### config.mk
export PLATFORM = sky130hd
export DESIGN_NAME = miss_handler_top
export DESIGN_NICKNAME = d
export VERILOG_FILES = /design/src/mshr_pkg.sv /design/src/mshr_sram.sv /design/src/mshr.sv /design/src/miss_req_decode.sv /design/src/miss_refill.sv /design/src/miss_handler_top.sv
export VERILOG_INCLUDE_DIRS = /design/src
export SDC_FILE = /design/constraint.sdc
export NUM_CORES = 1
export LEC_CHECK = 0
export BUFFER_PORTS_ARGS = -buffer_cell sky130_fd_sc_hd__clkbuf_2
export CAP_MARGIN = 20
export CELL_PAD_IN_SITES_DETAIL_PLACEMENT = 0
export CELL_PAD_IN_SITES_GLOBAL_PLACEMENT = 1
export CORE_ASPECT_RATIO = 0.6
export CORE_UTILIZATION = 55
export DETAILED_ROUTE_END_ITERATION = 12
export GPL_TIMING_DRIVEN = 0
export PLACE_DENSITY_LB_ADDON = 0.15
export SKIP_LAST_GASP = 1
export SLEW_MARGIN = 20
export SYNTH_ARGS = -nofsm -noshare
export SYNTH_HDL_FRONTEND = slang
export SYNTH_HIERARCHICAL = 1
export SYNTH_SLANG_ARGS = --single-unit
### constraint.sdc
create_clock -name clk_i -period 6.65 [get_ports clk_i]
set_input_delay 1.33 -clock clk_i [delete_from_list [all_inputs] [get_ports clk_i]]
set_output_delay 1.33 -clock clk_i [all_outputs]
set_load 0.01 [all_outputs]
### src/mshr_consts.svh
`ifndef MSHR_CONSTS_SVH
`define MSHR_CONSTS_SVH

// MSHR geometry
`define MSHR_SETS       4
`define MSHR_WAYS       2
`define MSHR_SET_WIDTH  2
`define MSHR_WAY_WIDTH  1

// Line number and its two splits
`define NLINE_WIDTH     16
`define CACHE_SET_WIDTH 6
`define MSHR_TAG_WIDTH  (`NLINE_WIDTH - `MSHR_SET_WIDTH)
`define CACHE_TAG_WIDTH (`NLINE_WIDTH - `CACHE_SET_WIDTH)

// Request fields
`define REQ_ID_WIDTH    4
`define WORD_WIDTH      3

// Stored entry is tag, request id, word and need_rsp
`define MSHR_ENTRY_WIDTH (`MSHR_TAG_WIDTH + `REQ_ID_WIDTH + `WORD_WIDTH + 1)

`endif

### src/mshr_pkg.sv
`include "mshr_consts.svh"

package mshr_pkg;

    // One line number, seen either by the MSHR or by the data cache
    typedef union packed {
        struct packed {
            logic [`MSHR_TAG_WIDTH-1:0] mtag;
            logic [`MSHR_SET_WIDTH-1:0] mset;
        } mshr;
        struct packed {
            logic [`CACHE_TAG_WIDTH-1:0] ctag;
            logic [`CACHE_SET_WIDTH-1:0] cset;
        } cache;
    } nline_u;

    // Outcome of a miss request decode
    typedef enum logic [1:0] {
        MISS_ALLOC   = 2'd0,
        MISS_PENDING = 2'd1,
        MISS_FULL    = 2'd2
    } miss_status_e;

endpackage

### src/mshr_sram.sv
`timescale 1ns/100ps
`include "mshr_consts.svh"

module mshr_sram (
    input  logic                                    clk_i,
    input  logic                                    cs_i,
    input  logic                                    we_i,
    input  logic [`MSHR_SET_WIDTH-1:0]              addr_i,
    input  logic [`MSHR_WAYS-1:0]                   wmask_i,
    input  logic [`MSHR_ENTRY_WIDTH-1:0]            wdata_i,
    output logic [`MSHR_WAYS*`MSHR_ENTRY_WIDTH-1:0] rdata_o
);

    logic [`MSHR_ENTRY_WIDTH-1:0] mem [`MSHR_SETS][`MSHR_WAYS];

    // Write touches only the masked ways
    always_ff @(posedge clk_i) begin
        if (cs_i && we_i) begin
            for (int w = 0; w < `MSHR_WAYS; w++) begin
                if (wmask_i[w]) begin
                    mem[addr_i][w] <= wdata_i;
                end
            end
        end
    end

    // Whole set comes back one cycle after the read
    always_ff @(posedge clk_i) begin
        if (cs_i && !we_i) begin
            for (int w = 0; w < `MSHR_WAYS; w++) begin
                rdata_o[w*`MSHR_ENTRY_WIDTH +: `MSHR_ENTRY_WIDTH] <= mem[addr_i][w];
            end
        end
    end

endmodule

### src/mshr.sv
`timescale 1ns/100ps
`include "mshr_consts.svh"

module mshr (
    input  logic                         clk_i,
    input  logic                         rst_ni,
    input  logic                         check_i,
    input  mshr_pkg::nline_u             check_nline_i,
    input  logic                         alloc_i,
    input  mshr_pkg::nline_u             alloc_nline_i,
    input  logic [`REQ_ID_WIDTH-1:0]     alloc_req_id_i,
    input  logic [`WORD_WIDTH-1:0]       alloc_word_i,
    input  logic                         alloc_need_rsp_i,
    input  logic                         ack_i,
    input  logic [`MSHR_SET_WIDTH-1:0]   ack_set_i,
    input  logic [`MSHR_WAY_WIDTH-1:0]   ack_way_i,
    output logic                         hit_o,
    output logic                         alloc_full_o,
    output logic [`MSHR_SET_WIDTH-1:0]   alloc_set_o,
    output logic [`MSHR_WAY_WIDTH-1:0]   alloc_way_o,
    output mshr_pkg::nline_u             ack_nline_o,
    output logic [`REQ_ID_WIDTH-1:0]     ack_req_id_o,
    output logic [`WORD_WIDTH-1:0]       ack_word_o,
    output logic                         ack_need_rsp_o,
    output logic                         empty_o,
    output logic                         full_o
);

    // Tag sits at the top of each stored entry
    localparam int TAG_LSB = `MSHR_ENTRY_WIDTH - `MSHR_TAG_WIDTH;

    logic [`MSHR_SETS-1:0][`MSHR_WAYS-1:0]   valid_q;
    logic [`MSHR_SET_WIDTH-1:0]              check_set_q;
    logic [`MSHR_TAG_WIDTH-1:0]              check_tag_q;
    logic [`MSHR_SET_WIDTH-1:0]              ack_set_q;
    logic [`MSHR_WAY_WIDTH-1:0]              ack_way_q;
    logic [`MSHR_SET_WIDTH-1:0]              alloc_set;

    logic                                    sram_cs;
    logic                                    sram_we;
    logic [`MSHR_SET_WIDTH-1:0]              sram_addr;
    logic [`MSHR_WAYS-1:0]                   sram_wmask;
    logic [`MSHR_ENTRY_WIDTH-1:0]            sram_wdata;
    logic [`MSHR_WAYS*`MSHR_ENTRY_WIDTH-1:0] sram_rdata;
    logic [`MSHR_ENTRY_WIDTH-1:0]            ack_entry;
    logic [`MSHR_TAG_WIDTH-1:0]              ack_tag;

    assign alloc_set   = alloc_nline_i.mshr.mset;
    assign alloc_set_o = alloc_set;

    // Lowest free way wins, so scan downwards
    always_comb begin
        alloc_way_o = '0;
        for (int w = `MSHR_WAYS - 1; w >= 0; w--) begin
            if (!valid_q[alloc_set][w]) begin
                alloc_way_o = `MSHR_WAY_WIDTH'(w);
            end
        end
    end

    assign alloc_full_o = &valid_q[check_set_q];

    // Hit on any valid way whose stored tag matches
    always_comb begin
        hit_o = 1'b0;
        for (int w = 0; w < `MSHR_WAYS; w++) begin
            if (valid_q[check_set_q][w] &&
                sram_rdata[w*`MSHR_ENTRY_WIDTH + TAG_LSB +: `MSHR_TAG_WIDTH] == check_tag_q) begin
                hit_o = 1'b1;
            end
        end
    end

    // Storage port, ack first, then alloc, then check
    assign sram_cs    = ack_i | alloc_i | check_i;
    assign sram_we    = alloc_i & ~ack_i;
    assign sram_addr  = ack_i   ? ack_set_i :
                        alloc_i ? alloc_set : check_nline_i.mshr.mset;
    assign sram_wmask = `MSHR_WAYS'(1) << alloc_way_o;
    assign sram_wdata = {alloc_nline_i.mshr.mtag, alloc_req_id_i, alloc_word_i, alloc_need_rsp_i};

    always_ff @(posedge clk_i or negedge rst_ni) begin
        if (!rst_ni) begin
            valid_q     <= '0;
            check_set_q <= '0;
            check_tag_q <= '0;
            ack_set_q   <= '0;
            ack_way_q   <= '0;
        end else begin
            if (alloc_i) begin
                valid_q[alloc_set][alloc_way_o] <= 1'b1;
            end
            if (ack_i) begin
                valid_q[ack_set_i][ack_way_i] <= 1'b0;
                ack_set_q <= ack_set_i;
                ack_way_q <= ack_way_i;
            end
            if (check_i) begin
                check_set_q <= check_nline_i.mshr.mset;
                check_tag_q <= check_nline_i.mshr.mtag;
            end
        end
    end

    mshr_sram u_sram (
        .clk_i   (clk_i),
        .cs_i    (sram_cs),
        .we_i    (sram_we),
        .addr_i  (sram_addr),
        .wmask_i (sram_wmask),
        .wdata_i (sram_wdata),
        .rdata_o (sram_rdata)
    );

    // Released entry, line rebuilt from stored tag and acked set
    assign ack_entry = sram_rdata[ack_way_q*`MSHR_ENTRY_WIDTH +: `MSHR_ENTRY_WIDTH];
    assign {ack_tag, ack_req_id_o, ack_word_o, ack_need_rsp_o} = ack_entry;

    always_comb begin
        ack_nline_o.mshr.mtag = ack_tag;
        ack_nline_o.mshr.mset = ack_set_q;
    end

    assign empty_o = ~|valid_q;
    assign full_o  = &valid_q;

endmodule

### src/miss_req_decode.sv
`timescale 1ns/100ps
`include "mshr_consts.svh"

module miss_req_decode (
    input  logic                         clk_i,
    input  logic                         rst_ni,
    input  logic                         miss_req_i,
    input  mshr_pkg::nline_u             miss_nline_i,
    input  logic [`REQ_ID_WIDTH-1:0]     miss_req_id_i,
    input  logic [`WORD_WIDTH-1:0]       miss_word_i,
    input  logic                         miss_need_rsp_i,
    input  logic                         hit_i,
    input  logic                         alloc_full_i,
    input  logic [`MSHR_SET_WIDTH-1:0]   alloc_set_i,
    input  logic [`MSHR_WAY_WIDTH-1:0]   alloc_way_i,
    output logic                         check_o,
    output mshr_pkg::nline_u             check_nline_o,
    output logic                         alloc_o,
    output mshr_pkg::nline_u             alloc_nline_o,
    output logic [`REQ_ID_WIDTH-1:0]     alloc_req_id_o,
    output logic [`WORD_WIDTH-1:0]       alloc_word_o,
    output logic                         alloc_need_rsp_o,
    output logic                         dec_valid_o,
    output mshr_pkg::miss_status_e       dec_status_o,
    output logic                         mem_req_o,
    output mshr_pkg::nline_u             mem_nline_o,
    output logic [`MSHR_SET_WIDTH-1:0]   mem_set_o,
    output logic [`MSHR_WAY_WIDTH-1:0]   mem_way_o
);

    logic                        req_valid_q;
    mshr_pkg::nline_u            nline_q;
    logic [`REQ_ID_WIDTH-1:0]    req_id_q;
    logic [`WORD_WIDTH-1:0]      word_q;
    logic                        need_rsp_q;

    // Lookup goes out in the same cycle as the strobe
    assign check_o       = miss_req_i;
    assign check_nline_o = miss_nline_i;

    always_ff @(posedge clk_i or negedge rst_ni) begin
        if (!rst_ni) begin
            req_valid_q <= 1'b0;
        end else begin
            req_valid_q <= miss_req_i;
        end
    end

    // Held request fields
    always_ff @(posedge clk_i) begin
        if (miss_req_i) begin
            nline_q    <= miss_nline_i;
            req_id_q   <= miss_req_id_i;
            word_q     <= miss_word_i;
            need_rsp_q <= miss_need_rsp_i;
        end
    end

    // A pending line wins over a full set
    always_comb begin
        if (hit_i) begin
            dec_status_o = mshr_pkg::MISS_PENDING;
        end else if (alloc_full_i) begin
            dec_status_o = mshr_pkg::MISS_FULL;
        end else begin
            dec_status_o = mshr_pkg::MISS_ALLOC;
        end
    end

    assign dec_valid_o      = req_valid_q;
    assign alloc_o          = req_valid_q & ~hit_i & ~alloc_full_i;
    assign alloc_nline_o    = nline_q;
    assign alloc_req_id_o   = req_id_q;
    assign alloc_word_o     = word_q;
    assign alloc_need_rsp_o = need_rsp_q;

    // Memory read tagged with the slot the MSHR hands over
    assign mem_req_o   = alloc_o;
    assign mem_nline_o = nline_q;
    assign mem_set_o   = alloc_set_i;
    assign mem_way_o   = alloc_way_i;

endmodule

### src/miss_refill.sv
`timescale 1ns/100ps
`include "mshr_consts.svh"

module miss_refill (
    input  logic                          clk_i,
    input  logic                          rst_ni,
    input  logic                          refill_i,
    input  logic [`MSHR_SET_WIDTH-1:0]    refill_set_i,
    input  logic [`MSHR_WAY_WIDTH-1:0]    refill_way_i,
    input  mshr_pkg::nline_u              ack_nline_i,
    input  logic [`REQ_ID_WIDTH-1:0]      ack_req_id_i,
    input  logic [`WORD_WIDTH-1:0]        ack_word_i,
    input  logic                          ack_need_rsp_i,
    output logic                          ack_o,
    output logic [`MSHR_SET_WIDTH-1:0]    ack_set_o,
    output logic [`MSHR_WAY_WIDTH-1:0]    ack_way_o,
    output logic                          rsp_valid_o,
    output logic [`REQ_ID_WIDTH-1:0]      rsp_req_id_o,
    output logic [`WORD_WIDTH-1:0]        rsp_word_o,
    output logic [`CACHE_SET_WIDTH-1:0]   rsp_cache_set_o,
    output logic [`CACHE_TAG_WIDTH-1:0]   rsp_cache_tag_o
);

    logic rsp_pend_q;

    // Refill frees its slot right away
    assign ack_o     = refill_i;
    assign ack_set_o = refill_set_i;
    assign ack_way_o = refill_way_i;

    always_ff @(posedge clk_i or negedge rst_ni) begin
        if (!rst_ni) begin
            rsp_pend_q <= 1'b0;
        end else begin
            rsp_pend_q <= refill_i;
        end
    end

    // Prefetch-like entries only free the slot
    assign rsp_valid_o  = rsp_pend_q & ack_need_rsp_i;
    assign rsp_req_id_o = ack_req_id_i;
    assign rsp_word_o   = ack_word_i;

    // Line goes back out split the cache way
    assign rsp_cache_set_o = ack_nline_i.cache.cset;
    assign rsp_cache_tag_o = ack_nline_i.cache.ctag;

endmodule

### src/miss_handler_top.sv
`timescale 1ns/100ps
`include "mshr_consts.svh"

module miss_handler_top (
    input  logic                          clk_i,
    input  logic                          rst_ni,
    input  logic                          miss_req_i,
    input  mshr_pkg::nline_u              miss_nline_i,
    input  logic [`REQ_ID_WIDTH-1:0]      miss_req_id_i,
    input  logic [`WORD_WIDTH-1:0]        miss_word_i,
    input  logic                          miss_need_rsp_i,
    output logic                          dec_valid_o,
    output mshr_pkg::miss_status_e        dec_status_o,
    output logic                          mem_req_o,
    output mshr_pkg::nline_u              mem_nline_o,
    output logic [`MSHR_SET_WIDTH-1:0]    mem_set_o,
    output logic [`MSHR_WAY_WIDTH-1:0]    mem_way_o,
    input  logic                          refill_i,
    input  logic [`MSHR_SET_WIDTH-1:0]    refill_set_i,
    input  logic [`MSHR_WAY_WIDTH-1:0]    refill_way_i,
    output logic                          rsp_valid_o,
    output logic [`REQ_ID_WIDTH-1:0]      rsp_req_id_o,
    output logic [`WORD_WIDTH-1:0]        rsp_word_o,
    output logic [`CACHE_SET_WIDTH-1:0]   rsp_cache_set_o,
    output logic [`CACHE_TAG_WIDTH-1:0]   rsp_cache_tag_o,
    output logic                          empty_o,
    output logic                          full_o
);

    logic                        check;
    mshr_pkg::nline_u            check_nline;
    logic                        hit;
    logic                        alloc_full;
    logic [`MSHR_SET_WIDTH-1:0]  alloc_set;
    logic [`MSHR_WAY_WIDTH-1:0]  alloc_way;
    logic                        alloc;
    mshr_pkg::nline_u            alloc_nline;
    logic [`REQ_ID_WIDTH-1:0]    alloc_req_id;
    logic [`WORD_WIDTH-1:0]      alloc_word;
    logic                        alloc_need_rsp;
    logic                        ack;
    logic [`MSHR_SET_WIDTH-1:0]  ack_set;
    logic [`MSHR_WAY_WIDTH-1:0]  ack_way;
    mshr_pkg::nline_u            ack_nline;
    logic [`REQ_ID_WIDTH-1:0]    ack_req_id;
    logic [`WORD_WIDTH-1:0]      ack_word;
    logic                        ack_need_rsp;

    miss_req_decode u_decode (
        .clk_i            (clk_i),
        .rst_ni           (rst_ni),
        .miss_req_i       (miss_req_i),
        .miss_nline_i     (miss_nline_i),
        .miss_req_id_i    (miss_req_id_i),
        .miss_word_i      (miss_word_i),
        .miss_need_rsp_i  (miss_need_rsp_i),
        .hit_i            (hit),
        .alloc_full_i     (alloc_full),
        .alloc_set_i      (alloc_set),
        .alloc_way_i      (alloc_way),
        .check_o          (check),
        .check_nline_o    (check_nline),
        .alloc_o          (alloc),
        .alloc_nline_o    (alloc_nline),
        .alloc_req_id_o   (alloc_req_id),
        .alloc_word_o     (alloc_word),
        .alloc_need_rsp_o (alloc_need_rsp),
        .dec_valid_o      (dec_valid_o),
        .dec_status_o     (dec_status_o),
        .mem_req_o        (mem_req_o),
        .mem_nline_o      (mem_nline_o),
        .mem_set_o        (mem_set_o),
        .mem_way_o        (mem_way_o)
    );

    mshr u_mshr (
        .clk_i            (clk_i),
        .rst_ni           (rst_ni),
        .check_i          (check),
        .check_nline_i    (check_nline),
        .alloc_i          (alloc),
        .alloc_nline_i    (alloc_nline),
        .alloc_req_id_i   (alloc_req_id),
        .alloc_word_i     (alloc_word),
        .alloc_need_rsp_i (alloc_need_rsp),
        .ack_i            (ack),
        .ack_set_i        (ack_set),
        .ack_way_i        (ack_way),
        .hit_o            (hit),
        .alloc_full_o     (alloc_full),
        .alloc_set_o      (alloc_set),
        .alloc_way_o      (alloc_way),
        .ack_nline_o      (ack_nline),
        .ack_req_id_o     (ack_req_id),
        .ack_word_o       (ack_word),
        .ack_need_rsp_o   (ack_need_rsp),
        .empty_o          (empty_o),
        .full_o           (full_o)
    );

    miss_refill u_refill (
        .clk_i            (clk_i),
        .rst_ni           (rst_ni),
        .refill_i         (refill_i),
        .refill_set_i     (refill_set_i),
        .refill_way_i     (refill_way_i),
        .ack_nline_i      (ack_nline),
        .ack_req_id_i     (ack_req_id),
        .ack_word_i       (ack_word),
        .ack_need_rsp_i   (ack_need_rsp),
        .ack_o            (ack),
        .ack_set_o        (ack_set),
        .ack_way_o        (ack_way),
        .rsp_valid_o      (rsp_valid_o),
        .rsp_req_id_o     (rsp_req_id_o),
        .rsp_word_o       (rsp_word_o),
        .rsp_cache_set_o  (rsp_cache_set_o),
        .rsp_cache_tag_o  (rsp_cache_tag_o)
    );

endmodule

==> results.sh <==
export IMPL_status="finished, final reports clean"
export IMPL_pin_count=80
export IMPL_root_buffer="clkbuf_16"
export IMPL_cp_end_kind="flip-flop"
export IMPL_grt_start_max_net_pins=30
export IMPL_cts_inserted_buffers=24
export IMPL_numClockSinks=273
export IMPL_syn_inst=548
export IMPL_area_growth_pct=17.01
export IMPL_switching_share_pct=23.82
export IMPL_placed_cells=903
export IMPL_drc=0
export IMPL_synth_cell_types=35
export IMPL_antenna_cells=0
export IMPL_fin_cells=947
export IMPL_hold_buffers=0
export IMPL_power_frac_comb_pct=14.7
export IMPL_via_per_inst=5.617
export IMPL_grt_ovfl_total=0
export IMPL_p_int_w=0.003200
export IMPL_clk_pin_slew_worst_paths_ps=60
export IMPL_cts_tree="yes"
export IMPL_finalHoldViolations=0
export IMPL_finalWirelength_um=22180
export IMPL_max_cap_viol_count=0
export IMPL_power_density_nw_per_um2=331.5
export IMPL_cts_resized_gates=0
export IMPL_die_y_um=110.7
export IMPL_dr_pass1_iters=5
export IMPL_grt_pass1_wl_um=33200
export IMPL_rows=39
export IMPL_io_buffers=76
export IMPL_fin_crit_sh_pct=67.55
export IMPL_final_net_count=694
export IMPL_drive_above_1_share_pct=43.91
export IMPL_drt_iter0_markers=540
export IMPL_initial_core_util_pct=56.61
export IMPL_fmax_ghz=0.2226
export IMPL_clk_latency_ps=520
export IMPL_place_gp_congestion=0.8328
export IMPL_setup_viol=0
export IMPL_slew_viol_final=0
export IMPL_min_period_ps=4492
export IMPL_clkPwrFrac_pct=34.1
export IMPL_peakVddDrop_mv=0.1861
export IMPL_min_path_type="reg -> reg"
export IMPL_vias=5319
export IMPL_yosysTopAreaCell="edfxtp_1"
export IMPL_antenna_found_initial=0
export IMPL_tightest_slew_ps=983.0
export IMPL_synth_top_area_share_pct=67.66
export IMPL_antenna_left=0
export IMPL_core_area_um2=19130
export IMPL_switchingPower_w=0.001001
export IMPL_ff2ff_setup_slack_ps=2160
export IMPL_grt_pass1_vias=5433
export IMPL_rsz0062_at_grt="no"
export IMPL_fin_skew_ps=15.18
export IMPL_hpwl_um=14420
export IMPL_grt_util_all_layers_pct=22.97
export IMPL_crit_fanout=12
export IMPL_die_x_um=183.2
export IMPL_worstPathRequired_ps=6870
export IMPL_netlist_area_um2=10830
export IMPL_synthTopCellsByArea="edfxtp_1 68%, mux4_2 9.2%, dfrtp_1 6.7%"
export IMPL_crit_type="reg -> reg"
export IMPL_syn_area_per_cell_um2=19.76
export IMPL_cp_arrival_ps=4710
export IMPL_post_route_util_pct=66.24
export IMPL_seqPwrFrac_pct=51.3
export IMPL_ys_warn_count=6
export IMPL_syn_num_nets=579
export IMPL_placed_area_um2=11850
export IMPL_htree_num_levels=1
export IMPL_final_area_um2=12670
export IMPL_yosys_register_bits=273
export IMPL_leakage_nw=4.486
export IMPL_die_area_um2=20270
export IMPL_cts_setup_buffers=0
export IMPL_cts_path_max_buffers=3
export IMPL_ys_seq_area_share_pct=74.36
export IMPL_cp_start_kind="flip-flop"
export IMPL_wl_per_cell_um=23.42
export IMPL_slew_headroom_pct=34.46
through the flow:
step	worst slack, ps	hold WS, ps	total power [W]	TNS (ps)
2_1_floorplan	2257	481.9	0.002560	0
3_3_place_gp	-426.9	493.8	0.002767	-28040
3_5_place_dp	1862	497.3	0.002806	0
4_1_cts	2192	512.2	0.004226	0
5_1_grt	1930	559.2	0.004343	0
6_report	2158	504.2	0.004201	0
cell type report:
class,instances,area (um2)
fill,1296,6457
sequential,273,8053
timing repair buffer,89,625.6
clock inverter,4,68.82
clock buffer,40,752.0
buffer,84,600.6
multi-input combinational,189,2231
inverter,2,7.507
tap,266,332.8
cell usage after synthesis:
master,count
a211oi_1,1
a21oi_1,6
a31oi_1,6
a32o_1,1
a41oi_1,2
and2_1,1
and2_2,1
buf_1,4
buf_2,9
buf_4,69
buf_6,2
dfrtp_1,29
edfxtp_1,244
inv_1,2
mux2_2,40
mux2i_1,1
mux4_1,2
mux4_2,44
nand2_1,6
nand2b_1,3
nand3_1,2
nand4_1,8
nor2_1,15
nor2b_1,9
nor3_1,3
nor3b_1,1
nor3b_2,1
nor4_1,1
o21ai_0,2
o221ai_1,1
o31ai_1,1
or3_1,1
or4_1,2
xnor2_1,26
xor2_1,2
placed cells by master, fill, tap and decap left out, types with 2 or more instances in the layout:
cell / count
nand4_1: 8
a21oi_1: 6
buf_16: 6
a41oi_1: 2
inv_1: 2
clkbuf_2: 76
xnor2_1: 26
bufinv_16: 2
nand2b_1: 3
dfrtp_1: 29
buf_6: 6
buf_1: 4
a31oi_1: 6
mux2_2: 40
nand3_1: 2
nor3_2: 2
or4_1: 2
nand2_1: 6
nor2b_1: 8
buf_2: 9
mux4_2: 44
o21ai_0: 2
nor2_1: 9
nor2_4: 6
buf_4: 71
clkbuf_1: 8
edfxtp_1: 244
clkbuf_8: 7
clkbuf_16: 25
xor2_1: 2
mux4_1: 2
final timing paths:
kind                                                 to                  start  cells after the start
min in group asynchronous         u_mshr/check_tag_q[1]                 rst_ni                      1
worst min register to register      u_mshr/ack_set_q[0]    u_mshr/ack_set_q[0]                      1
max in group asynchronous        u_mshr/check_tag_q[13]                 rst_ni                      1
worst max register to register  u_mshr/u_sram/mem[3][0]  u_mshr/check_tag_q[8]                     13
worst max-delay path            u_mshr/u_sram/mem[3][0]  u_mshr/check_tag_q[8]                     13
worst min-delay path                u_mshr/ack_set_q[0]    u_mshr/ack_set_q[0]                      1
state kept, by name, indices dropped and copies added (netlist names):
register and count:
u_decode/alloc_need_rsp_o 1, u_mshr/check_set_q 2, u_refill/rsp_pend_q 1, u_mshr/u_sram/mem 176, u_mshr/u_sram/rdata_o 44, u_mshr/check_tag_q 14
u_mshr/ack_way_q 1, u_decode/alloc_word_o 3, u_decode/dec_valid_o 1, u_decode/alloc_nline_o 16, u_mshr/valid_q 8, u_mshr/ack_set_q 2
u_decode/alloc_req_id_o 4
cells by family (layout without fill, tap and decap cells):
family | count (synthesis) | count (layout) | share of synthesized area [%]
flip-flops | 273 | 273 | 74.36
XOR/XNOR | 28 | 28 | 2.265
multiplexers | 87 | 87 | 13.89
AND/OR/NAND/NOR | 54 | 54 | 2.681
AO/OA/AOI/OAI | 20 | 20 | 1.190
buffers and inverters | 86 | 219 | 5.615
layer usage:
| metal | global-route usage, % | wire, um | share of wire [%] | vias up |
|---|---|---|---|---|
| li1 | - | - | - | 2321 |
| met1 | 35.68 | 10290 | 46 | 2757 |
| met2 | 34.45 | 9880 | 45 | 208 |
| met3 | 4.205 | 1557 | 7.0 | 33 |
| met4 | 4.889 | 453 | 2.0 | 0 |
| met5 | 0 | 0 | 0 | - |
power by group through the flow:
stage	Clock (W)	Combinational, W	Sequential [W]
after floorplan	0	0.000409	0.00215
after global placement	0	0.000583	0.00218
after detailed placement	0	0.000619	0.00219
after CTS	0.00145	0.000622	0.00215
after global routing	0.00151	0.000661	0.00217
final	0.00143	0.000616	0.00215
worst max-delay path: stages (launching register included):
cell	delay (ps)
dfrtp_1	430
xnor2_1	370
nand4_1	240
nor4_1	360
a32o_1	260
nor3b_2	70
buf_2	190
mux2i_1	170
o21ai_0	420
buf_2	400
buf_2	380
nand2_1	210
nor2_4	470
buf_16	220
(Power assumes the default switching activity.)
